$ cat src/rtl/trace_params.svh
// Buffer geometry and register field widths for the trace buffer, included by RTL and testbench
`ifndef TRACE_PARAMS_SVH
`define TRACE_PARAMS_SVH

////////////////////////////////////////////////////////////
// Buffer geometry
////////////////////////////////////////////////////////////

// Packets held in the buffer, must stay a power of two
`define TRACE_NUM_ENTRIES 16
// Dwords per packet
`define TRACE_PKT_DWORDS 4
// Total buffer depth in dwords
`define TRACE_DEPTH_DWORDS (`TRACE_NUM_ENTRIES * `TRACE_PKT_DWORDS)
// Entry index width, log2 of the entry count
`define TRACE_ENTRY_W 4

////////////////////////////////////////////////////////////
// Field widths
////////////////////////////////////////////////////////////

// Register and trace data word
`define TRACE_DWORD_W 32
// Exception cause field
`define TRACE_ECAUSE_W 5
// Dword offset inside one packet
`define TRACE_DWORD_SEL_W 2

`endif

$ cat src/rtl/trace_pkg.sv
// Shared types for the trace buffer: trace input, packet, stage links and register bus
`include "trace_params.svh"

package trace_pkg;

    ////////////////////////////////////////////////////////////
    // Trace side
    ////////////////////////////////////////////////////////////

    // Retirement trace as the core presents it
    typedef struct packed {
        logic [`TRACE_DWORD_W-1:0]  insn;
        logic [`TRACE_DWORD_W-1:0]  address;
        logic                       valid;
        logic                       exception;
        logic [`TRACE_ECAUSE_W-1:0] ecause;
        logic                       interrupt;
        logic [`TRACE_DWORD_W-1:0]  tval;
    } trace_in_t;

    // Stored packet, declared MSB first so insn lands in dword 0
    // Dword 3 carries exception, ecause and interrupt from bit 0 up
    typedef struct packed {
        logic [`TRACE_DWORD_W-`TRACE_ECAUSE_W-3:0] reserved;
        logic                                      interrupt;
        logic [`TRACE_ECAUSE_W-1:0]                ecause;
        logic                                      exception;
        logic [`TRACE_DWORD_W-1:0]                 tval;
        logic [`TRACE_DWORD_W-1:0]                 address;
        logic [`TRACE_DWORD_W-1:0]                 insn;
    } trace_packet_t;

    // Capture stage output into the store
    typedef struct packed {
        logic          valid;
        trace_packet_t pkt;
    } capture_t;

    // Capture filter, 3 falls through to off
    typedef enum logic [1:0] {
        MODE_OFF = 2'd0,
        MODE_ALL = 2'd1,
        MODE_EXC = 2'd2
    } trace_mode_e;

    ////////////////////////////////////////////////////////////
    // Register side
    ////////////////////////////////////////////////////////////

    // Register index, 6 and 7 left unmapped
    typedef enum logic [2:0] {
        REG_STATUS = 3'd0,
        REG_CONFIG = 3'd1,
        REG_WR_PTR = 3'd2,
        REG_RD_PTR = 3'd3,
        REG_DATA   = 3'd4,
        REG_MODE   = 3'd5
    } reg_addr_e;

    typedef struct packed {
        logic                      req;
        logic                      write;
        reg_addr_e                 addr;
        logic [`TRACE_DWORD_W-1:0] wdata;
    } reg_req_t;

    typedef struct packed {
        logic                      valid;
        logic                      error;
        logic [`TRACE_DWORD_W-1:0] rdata;
    } reg_rsp_t;

    // Store state seen by the register stage
    typedef struct packed {
        logic                      valid_data;
        logic                      wrapped;
        logic [`TRACE_DWORD_W-1:0] wr_ptr;
        logic [`TRACE_DWORD_W-1:0] rd_data;
    } store_status_t;

endpackage

$ cat src/rtl/trace_buffer_top.sv
// Trace buffer top: chains capture and store on the trace side and regs on the bus side
`timescale 1ns/1ps
`include "trace_params.svh"

module trace_buffer_top (
    input  logic                 clk,
    input  logic                 rst_b,
    input  logic                 debug_en,
    input  trace_pkg::trace_in_t trace_in,
    input  trace_pkg::reg_req_t  bus_req,
    output trace_pkg::reg_rsp_t  bus_rsp
);

    ////////////////////////////////////////////////////////////
    // Inter-stage links
    ////////////////////////////////////////////////////////////

    // Filtered packet into the buffer
    trace_pkg::capture_t       cap;
    // Buffer state back to the decoder
    trace_pkg::store_status_t  status;
    // Software selected capture mode
    trace_pkg::trace_mode_e    mode;
    // Dword read pointer into the buffer
    logic [`TRACE_DWORD_W-1:0] rd_ptr;

    ////////////////////////////////////////////////////////////
    // Stages
    ////////////////////////////////////////////////////////////

    // Filter and pack
    trace_capture u_capture (
        .clk      (clk),
        .rst_b    (rst_b),
        .trace_in (trace_in),
        .mode     (mode),
        .cap      (cap)
    );

    // Circular buffer
    trace_store u_store (
        .clk    (clk),
        .rst_b  (rst_b),
        .cap    (cap),
        .rd_ptr (rd_ptr),
        .status (status)
    );

    // Debug register access
    trace_regs u_regs (
        .clk      (clk),
        .rst_b    (rst_b),
        .debug_en (debug_en),
        .bus_req  (bus_req),
        .bus_rsp  (bus_rsp),
        .status   (status),
        .mode     (mode),
        .rd_ptr   (rd_ptr)
    );

endmodule

$ cat src/rtl/trace_capture.sv
// First trace stage: filters retired instructions by capture mode and registers one packet
`timescale 1ns/1ps
`include "trace_params.svh"

module trace_capture (
    input  logic                   clk,
    input  logic                   rst_b,
    input  trace_pkg::trace_in_t   trace_in,
    input  trace_pkg::trace_mode_e mode,
    output trace_pkg::capture_t    cap
);

    // Filter decision for the record at this edge
    logic                     keep;
    // Packet built from the raw trace
    trace_pkg::trace_packet_t pkt_next;
    // Registered stage outputs
    logic                     cap_valid_q;
    trace_pkg::trace_packet_t cap_pkt_q;

    ////////////////////////////////////////////////////////////
    // Mode filter
    ////////////////////////////////////////////////////////////

    always_comb begin
        keep = 1'b0;
        case (mode)
            trace_pkg::MODE_ALL: begin
                keep = trace_in.valid;
            end
            // Only traps get through
            trace_pkg::MODE_EXC: begin
                keep = trace_in.valid & (trace_in.exception | trace_in.interrupt);
            end
            // Off, and the undefined encoding
            default: begin
                keep = 1'b0;
            end
        endcase
    end

    ////////////////////////////////////////////////////////////
    // Packet packing
    ////////////////////////////////////////////////////////////

    always_comb begin
        pkt_next           = '0;
        pkt_next.insn      = trace_in.insn;
        pkt_next.address   = trace_in.address;
        pkt_next.tval      = trace_in.tval;
        pkt_next.exception = trace_in.exception;
        pkt_next.ecause    = trace_in.ecause;
        pkt_next.interrupt = trace_in.interrupt;
    end

    // Stage valid
    always_ff @(posedge clk or negedge rst_b) begin
        if (!rst_b) begin
            cap_valid_q <= 1'b0;
        end else begin
            cap_valid_q <= keep;
        end
    end

    // Payload only loads on a kept record
    always_ff @(posedge clk) begin
        if (keep) begin
            cap_pkt_q <= pkt_next;
        end
    end

    assign cap.valid = cap_valid_q;
    assign cap.pkt   = cap_pkt_q;

endmodule

$ cat src/rtl/trace_regs.sv
// Register stage: debug-gated decoder with read pointer, capture mode and registered response
`timescale 1ns/1ps
`include "trace_params.svh"

module trace_regs (
    input  logic                      clk,
    input  logic                      rst_b,
    input  logic                      debug_en,
    input  trace_pkg::reg_req_t       bus_req,
    output trace_pkg::reg_rsp_t       bus_rsp,
    input  trace_pkg::store_status_t  status,
    output trace_pkg::trace_mode_e    mode,
    output logic [`TRACE_DWORD_W-1:0] rd_ptr
);

    // Decode results for the current request
    logic                      rsp_error;
    logic [`TRACE_DWORD_W-1:0] rsp_rdata;
    logic                      rd_ptr_we;
    logic                      mode_we;

    // Software visible state
    logic [`TRACE_DWORD_W-1:0] rd_ptr_q;
    trace_pkg::trace_mode_e    mode_q;

    // Registered response
    logic                      rsp_valid_q;
    logic                      rsp_error_q;
    logic [`TRACE_DWORD_W-1:0] rsp_rdata_q;

    ////////////////////////////////////////////////////////////
    // Address decode
    ////////////////////////////////////////////////////////////

    always_comb begin
        rsp_error = 1'b0;
        rsp_rdata = '0;
        rd_ptr_we = 1'b0;
        mode_we   = 1'b0;
        if (!debug_en) begin
            // Locked out, nothing changes and rdata stays zero
            rsp_error = 1'b1;
        end else if (bus_req.write) begin
            case (bus_req.addr)
                trace_pkg::REG_RD_PTR: begin
                    rd_ptr_we = 1'b1;
                end
                trace_pkg::REG_MODE: begin
                    mode_we = 1'b1;
                end
                // Read-only or unmapped
                default: begin
                    rsp_error = 1'b1;
                end
            endcase
        end else begin
            case (bus_req.addr)
                trace_pkg::REG_STATUS: begin
                    rsp_rdata[1:0] = {status.wrapped, status.valid_data};
                end
                trace_pkg::REG_CONFIG: begin
                    rsp_rdata = `TRACE_DWORD_W'(`TRACE_DEPTH_DWORDS);
                end
                trace_pkg::REG_WR_PTR: begin
                    rsp_rdata = status.wr_ptr;
                end
                trace_pkg::REG_RD_PTR: begin
                    rsp_rdata = rd_ptr_q;
                end
                // Dword at the read pointer, straight from the store
                trace_pkg::REG_DATA: begin
                    rsp_rdata = status.rd_data;
                end
                trace_pkg::REG_MODE: begin
                    rsp_rdata[1:0] = mode_q;
                end
                // Indices 6 and 7
                default: begin
                    rsp_error = 1'b1;
                end
            endcase
        end
    end

    ////////////////////////////////////////////////////////////
    // Read pointer and mode
    ////////////////////////////////////////////////////////////

    always_ff @(posedge clk or negedge rst_b) begin
        if (!rst_b) begin
            rd_ptr_q <= '0;
            mode_q   <= trace_pkg::MODE_ALL;
        end else if (bus_req.req) begin
            if (rd_ptr_we) begin
                rd_ptr_q <= bus_req.wdata;
            end
            // Mode applies to trace sampled from the next edge on
            if (mode_we) begin
                mode_q <= trace_pkg::trace_mode_e'(bus_req.wdata[1:0]);
            end
        end
    end

    ////////////////////////////////////////////////////////////
    // Response
    ////////////////////////////////////////////////////////////

    // One-cycle valid after each strobe
    always_ff @(posedge clk or negedge rst_b) begin
        if (!rst_b) begin
            rsp_valid_q <= 1'b0;
        end else begin
            rsp_valid_q <= bus_req.req;
        end
    end

    // Payload held between requests
    always_ff @(posedge clk) begin
        if (bus_req.req) begin
            rsp_error_q <= rsp_error;
            rsp_rdata_q <= rsp_rdata;
        end
    end

    always_comb begin
        bus_rsp.valid = rsp_valid_q;
        bus_rsp.error = rsp_error_q;
        bus_rsp.rdata = rsp_rdata_q;
    end

    assign mode   = mode_q;
    assign rd_ptr = rd_ptr_q;

endmodule

$ cat src/rtl/trace_store.sv
// Second trace stage: circular packet buffer with write pointer, flags and a dword read port
`timescale 1ns/1ps
`include "trace_params.svh"

module trace_store (
    input  logic                      clk,
    input  logic                      rst_b,
    input  trace_pkg::capture_t       cap,
    input  logic [`TRACE_DWORD_W-1:0] rd_ptr,
    output trace_pkg::store_status_t  status
);

    // Packet storage
    trace_pkg::trace_packet_t mem [`TRACE_NUM_ENTRIES];

    // Dword write pointer and sticky flags
    logic [`TRACE_DWORD_W-1:0] wr_ptr_q;
    logic [`TRACE_DWORD_W-1:0] wr_ptr_sum;
    logic                      valid_data_q;
    logic                      wrapped_q;

    // Entry indices derived from the dword pointers
    logic [`TRACE_ENTRY_W-1:0]     wr_entry;
    logic [`TRACE_ENTRY_W-1:0]     rd_entry;
    logic [`TRACE_DWORD_SEL_W-1:0] rd_dword;

    // Selected packet and dword on the read side
    trace_pkg::trace_packet_t  rd_pkt;
    logic [`TRACE_DWORD_W-1:0] rd_data;

    ////////////////////////////////////////////////////////////
    // Write pointer
    ////////////////////////////////////////////////////////////

    // Pointer steps one packet at a time
    assign wr_ptr_sum = wr_ptr_q + `TRACE_DWORD_W'(`TRACE_PKT_DWORDS);

    // Packet slot is the dword pointer over four
    assign wr_entry = wr_ptr_q[`TRACE_DWORD_SEL_W +: `TRACE_ENTRY_W];

    always_ff @(posedge clk or negedge rst_b) begin
        if (!rst_b) begin
            wr_ptr_q     <= '0;
            valid_data_q <= 1'b0;
            wrapped_q    <= 1'b0;
        end else if (cap.valid) begin
            valid_data_q <= 1'b1;
            // Roll over at the end of the buffer
            if (wr_ptr_sum >= `TRACE_DWORD_W'(`TRACE_DEPTH_DWORDS)) begin
                wr_ptr_q  <= '0;
                wrapped_q <= 1'b1;
            end else begin
                wr_ptr_q <= wr_ptr_sum;
            end
        end
    end

    ////////////////////////////////////////////////////////////
    // Packet array
    ////////////////////////////////////////////////////////////

    // Write port, separate from the read port below
    always_ff @(posedge clk) begin
        if (cap.valid) begin
            mem[wr_entry] <= cap.pkt;
        end
    end

    ////////////////////////////////////////////////////////////
    // Read port
    ////////////////////////////////////////////////////////////

    // Low two bits pick the dword
    assign rd_dword = rd_ptr[`TRACE_DWORD_SEL_W-1:0];

    // Upper bits wrap modulo the entry count
    assign rd_entry = rd_ptr[`TRACE_DWORD_SEL_W +: `TRACE_ENTRY_W];

    assign rd_pkt  = mem[rd_entry];
    assign rd_data = rd_pkt[rd_dword * `TRACE_DWORD_W +: `TRACE_DWORD_W];

    ////////////////////////////////////////////////////////////
    // Status to register stage
    ////////////////////////////////////////////////////////////

    always_comb begin
        status.valid_data = valid_data_q;
        status.wrapped    = wrapped_q;
        status.wr_ptr     = wr_ptr_q;
        status.rd_data    = rd_data;
    end

endmodule

$ cat config.mk
export PLATFORM = sky130hd
export DESIGN_NAME = trace_buffer_top
export DESIGN_NICKNAME = d
export VERILOG_FILES = /design/src/rtl/trace_pkg.sv /design/src/rtl/trace_buffer_top.sv /design/src/rtl/trace_capture.sv /design/src/rtl/trace_regs.sv /design/src/rtl/trace_store.sv
export VERILOG_INCLUDE_DIRS = /design/src /design/src/rtl
export SDC_FILE = /design/constraint.sdc
export NUM_CORES = 2
export LEC_CHECK = 0
export ABC_CLOCK_PERIOD_IN_PS = 19750
export BUFFER_PORTS_ARGS = -buffer_cell sky130_fd_sc_hd__buf_4
export CAP_MARGIN = 25
export CORE_MARGIN = 2
export CORE_UTILIZATION = 50
export CTS_CLUSTER_DIAMETER = 30
export DETAILED_ROUTE_END_ITERATION = 8
export PLACE_DENSITY = 0.66
export SYNTH_ARGS = -nofsm -noshare
export SYNTH_HDL_FRONTEND = slang
export SYNTH_SLANG_ARGS = --single-unit
$ cat constraint.sdc
create_clock -name clk -period 19.75 [get_ports clk]
set_input_delay 2.9625 -clock clk [delete_from_list [all_inputs] [get_ports clk]]
set_output_delay 2.9625 -clock clk [all_outputs]
set_load 0.1 [all_outputs]
Word-level counts from Yosys, hierarchy flattened
Memory sizes are Yosys's and may differ from the RTL's. Index checks and enable logic that the tools add are counted.

$add $sub $neg: 1. $lt $le $gt $ge: 1. Equal/unequal tests: 7. Shift-type cells: 1. Muxes and demuxes: 15. Bitwise logic cells: 3. Reduce and logical (&&, ||, !) cells: 7.

Operator list (number): indexed part select 128 x 8 -> 32 bit (1); one-hot mux 30 bit (4 select lines) (1); adder 32 x 3 -> 32 bit, second input constant (1); >= comparator 32 x 7 -> 1 bit, second input constant (1); two-way mux 32 bit (1); two-way mux 1 bit (11); one-hot mux 2 bit (5 select lines) (1); == test 3 x 2 -> 1 bit, second input constant (2); == test 3 bit, second input constant (2); AND reduction 2 bit (3); OR reduction 6 bit (1); OR reduction 2 bit (2); == test 3 x 1 -> 1 bit, second input constant (1); logical NOT 3 bit (1); == test 2 x 1 -> 1 bit, second input constant (1); == test 2 bit, second input constant (1); one-hot mux 1 bit (2 select lines) (1); AND 1 bit (1); inverter 1 bit (1); bitwise OR 1 bit (1).

Flip-flop bits (word level): 206. RAM bits: 1648. Input bits: 144. Word-level logic and storage cells: 51. Memories: 1.

Memory list: u_store.mem (depth 16, bits a word 103, rd ports 1, clocked after Yosys merged registers in 0, wr ports 1, line trace_store.sv:14) `` trace_pkg::trace_packet_t mem [`TRACE_NUM_ENTRIES]; ``.

Logic depth before layout (Yosys ltp)
Depth in word-level cells: 5. Depth in mapped cells: 10. Mapped depth without buffers: 8.

Modules after synthesis
Synthesis repeated with hierarchy kept, for this count alone.

Cell total of the unflattened synthesis: 3556. Area total of the unflattened synthesis: 86226.4 sq um.

Modules (own cells, without submodules): trace_store (times used 1, cells an instance 3106, area each 79207.2 sq um); trace_regs (times used 1, cells an instance 312, area each 3646.0 sq um); trace_capture (times used 1, cells an instance 138, area each 3373.2 sq um).

Worst setup path after synthesis
Ideal clock, no wire load.

Path type: in2reg. Start point: input trace_in[32] in the netlist's numbering. End point: register u_capture.cap_valid_q. Library setup time: 0.892 ns. Arrival: 10.612 ns. Slack: 8.246 ns. Stages on the path: 3. Buffers on the path: 0. Path through: o21a_1 -> nor2_1 -> nor3b_1.

Word-level cells in the longest chain between the ends: 3.

Ends and longest elaborated chain: from (decl) (line trace_buffer_top.sv:9) `input trace_pkg::trace_in_t trace_in,`; bitwise OR 1 bit (line trace_capture.sv:33) `keep = trace_in.valid & (trace_in.exception | trace_in.interrupt);`; AND 1 bit (line trace_capture.sv:33); one-hot mux 1 bit (2 select lines) (line trace_capture.sv:27) `case (mode)`; named net u_capture.keep (line trace_capture.sv:14) `logic keep;`; to (signal assigned) (line trace_capture.sv:61) `cap_valid_q <= keep;`; to (decl) (line trace_capture.sv:18) `logic cap_valid_q;`.

The timed path passes the listed nets, and every way through them passes these cells. A chain may end at the register's enable or synchronous reset.

Worst setup path after layout
Start point: register u_regs.rd_ptr_q[2] (netlist: u_regs.rd_ptr[2]). End point: register u_regs.rsp_rdata_q[9] (data pin).

Word-level cells in the longest chain between the ends: 3.

Ends and longest elaborated chain: from (decl) (line trace_regs.sv:23) `` logic [`TRACE_DWORD_W-1:0] rd_ptr_q; ``; from (signal assigned) (line trace_regs.sv:95) `rd_ptr_q <= bus_req.wdata;`; memory read (16 x 103 bit); indexed part select 128 x 8 -> 32 bit (line trace_store.sv:80) `` assign rd_data = rd_pkt[rd_dword * `TRACE_DWORD_W +: `TRACE_DWORD_W]; ``; one-hot mux 30 bit (4 select lines) (line trace_regs.sv:57) `case (bus_req.addr)`; to (signal assigned) (line trace_regs.sv:121) `rsp_rdata_q <= rsp_rdata;`; to (decl) (line trace_regs.sv:29) `` logic [`TRACE_DWORD_W-1:0] rsp_rdata_q; ``.

Every way passes these cells.

==> run summary <==
outcome - completed
initial antenna violation count - 5
crit end category - flip-flop
Seq pwr share - 0.395
Syn Nets - 3051
Port Buf Inserts - 177
EDFF count, synth - 1784
total die area - 143000 µm²
Fmax - 0.179 GHz
core area - 139000 µm²
CP Data Required Time - 20.38 ns
# diodes - 0
Max clock buf depth - 4
initial core utilization - 0.504
Sink Count - 1852
overall routing resource usage - 0.247
Synth Warn # - 0
Max-Cap Viols - 0
Worst-Skew Late Latency - 0.93 ns
worst hold path type - reg2reg
Switching Fraction - 0.236
unrepaired setup endpoints after global routing - no
Setup CP Type - reg2reg
DR pass1 iterations - 6
global route total overflow - 0
number of global-route vias before repair - 35368
Detail Route Antenna Nets - 0
minimum clock period - 5.58 ns
worst vdd ir - 0.0000916 V
postcts setup bufs - 0
Final Hold Vio Count - 0
Worst Tran Pin Value - 1.16 ns
CTS buffer count - 362
Setup WS pre-CTS - 14.07 ns
share of total power in the clock network - 0.509
Area Growth Syn to Fin - 22.5%
CP Max Fanout - 101
CTS H-tree depth - 5
starting DRC count in detailed routing - 3764
io pins - 178
pwr dens - 137 nW/µm²
Vias - 33921
# DRC - 0
proportion of layout cells with a drive suffix above 1 - 0.381
Clock Pin Slew Worst Setup and Hold Paths - 0.05 ns
Psw - 2780 µW
Final #Nets - 3487
DR vias/cell - 6.18
Yosys top cell area share - 0.763
asr flop ratio synth - 0.0367
Gate power share - 0.097
CTS tree - built
Detailed Place HPWL - 84.1 mm
largest net degree at the start of global routing - 160
setup_tns - 0 ns
Synth cell types - 58
CTS Hold Bufs - 0
Pint - 9010 µW
final setup violation count - 0
Syn Std Cell Area - 70200 µm²
relative slew slack - 0.226
first-pass GRT wire length - 251 mm
# rows - 137
sequential element share of the synthesized area - 0.788
WL per Instance - 31.7 µm
Die Span X - 379 µm
Routed WL - 174 mm
fillers - 9056
Synth Flop Type - edfxtp_1
largest cells by area after synthesis - edfxtp_1 (76%), mux4_2 (17%), dfrtp_1 (2.4%), mux2_2 (0.55%), clkbuf_1 (0.49%)
leak pwr - 0.0278 µW
Root Driver - clkbuf_16
crit path launch type - flip-flop
Post-Syn Instances - 2901
GPL Wtd Cong - 0.815
# resized after CTS - 0
syn avg cell area - 24.2 µm²
cell taking the most area after synthesis - edfxtp_1
Worst Skew - 0.0623 ns
worst setup margin - 14.17 ns
Crit path arrival time - 6.21 ns
final worst-path cycle share - 0.283
Die Ht - 379 µm
register bit total from synthesis - 1852
Max Slew Vio Count - 0
synthesized netlist by cell type (2+ instances only):
cell type / count
nor2_1: 52
nor3b_1: 5
o31ai_1: 3
o21ai_1: 8
xnor2_1: 3
a21o_1: 4
clkbuf_1: 92
nor4b_1: 2
a21oi_1: 31
nand4_1: 9
buf_4: 6
o22ai_1: 29
ha_1: 6
nand2_1: 28
mux4_2: 520
nor2b_1: 26
nor3_1: 8
buf_2: 47
o21ai_0: 4
o211ai_1: 2
edfxtp_1: 1784
nor4_4: 2
a211o_1: 2
dfrtp_1: 67
a22oi_1: 30
nand3_1: 13
mux2i_1: 30
and4_1: 2
and3_1: 2
inv_1: 6
xor2_1: 2
nand2b_1: 3
or4_1: 2
buf_1: 11
mux2_2: 34
a311o_1: 2
or2_2: 3
cells by family after synthesis:
logic type / after synthesis / share of synthesized area
fa+ha+maj: 6 / 0.00107
flops: 1852 / 0.788
simple gates: 166 / 0.0125
xor+xnor: 5 / 0.000624
mux: 584 / 0.177
compound gates: 125 / 0.0116
buf+inv: 163 / 0.00998
state kept, by name, indices dropped and copies added (netlist names):
name and cells:
u_store.mem 1648, u_store.valid_data_q 1, u_regs.mode 2, u_store.wr_ptr_q 30
u_capture.cap 103, u_store.wrapped_q 1, u_regs.rsp_rdata_q 32, u_capture.cap_valid_q 1
u_regs.rd_ptr 32, u_regs.rsp_valid_q 1, u_regs.rsp_error_q 1
layout make-up:
class / count / area (µm²) / area share
repair buffers: 229 / 1980 / 0.0231
inverters: 6 / 22.5 / 0.000262
clock buffers: 407 / 9320 / 0.108
well taps: 1876 / 2350 / 0.0273
flip-flops and latches: 1852 / 55300 / 0.643
clock inverters: 234 / 2660 / 0.0310
multi-input cells: 886 / 14300 / 0.167
worst max-delay path, cell delays in order (launching register included):
cell     delay (ns)
dfrtp_4        0.85
buf_12         0.46
buf_12         0.64
buf_4          0.83
mux4_2         0.62
mux4_2         0.51
mux2i_1        0.15
nor2_1         0.06
a21oi_1        0.49
o22ai_1        0.14
path summary, 6_finish.rpt:
check	start	endpoint	slack [ns]	cells after the start
setup / recovery	u_regs.rd_ptr[2]$_DFFE_PN0P_	u_regs.rsp_rdata_q[9]$_SDFFCE_PP0P_	14.17	9
hold / removal	u_store.wrapped_q$_DFFE_PN0P_	u_store.wrapped_q$_DFFE_PN0P_	0.48	1
setup reg to reg	u_regs.rd_ptr[2]$_DFFE_PN0P_	u_regs.rsp_rdata_q[9]$_SDFFCE_PP0P_	14.17	9
hold reg to reg	u_store.wrapped_q$_DFFE_PN0P_	u_store.wrapped_q$_DFFE_PN0P_	0.48	1
max in group asynchronous	rst_b	u_regs.rd_ptr[2]$_DFFE_PN0P_	16.89	1
min in group asynchronous	rst_b	u_regs.rd_ptr[0]$_DFFE_PN0P_	2.20	1
cells in the final DEF, fill, tap and decap left out, drive strengths merged, types with 29 or more instances in the layout:
cell type and instances:
mux2 34, buf 229, edfxtp 1784, nor2 52
bufinv 45, clkinvlp 41, mux2i 30, a21oi 31
dfrtp 67, mux4 520, clkbuf 407, clkinv 98
o22ai 29, a22oi 30, inv 56
metrics by stage:
| step | total power [µW] | utilization | hold WS (ns) | cell area [µm²] | instances |
|---|---|---|---|---|---|
| finish | 11800 | 0.617 | 0.484 | 86000 | 5490 |
| global placement | 5830 | 0.530 | 0.458 | 73900 | 4847 |
| floorplan | 5450 | - | 0.428 | 70200 | 2901 |
| detailed placement | 5860 | 0.531 | 0.470 | 73900 | 4848 |
| global route | 12100 | 0.617 | 0.514 | 86000 | 5490 |
| CTS | 11900 | 0.617 | 0.478 | 85900 | 5489 |
power by group through the flow:
stage          clock network [µW]  registers [µW]  logic, µW
2_1_floorplan                   0            4670        777
3_3_place_gp                    0            4700       1130
3_5_place_dp                    0            4720       1140
4_1_cts                      6050            4650       1150
5_1_grt                      6250            4670       1190
6_report                     5990            4650       1140
routing by layer:
| metal | part of all wire | vias to the layer above | global-route usage | routed length (µm) |
|---|---|---|---|---|
| met5 | 0.00020 | - | 0 | 34 |
| met4 | 0.019 | 4 | 0.0678 | 3310 |
| met3 | 0.085 | 268 | 0.0507 | 14900 |
| met2 | 0.50 | 1807 | 0.398 | 86800 |
| met1 | 0.40 | 18341 | 0.347 | 69000 |
| li1 | - | 13501 | - | - |
Note: power is estimated with default switching activity, not from simulation.
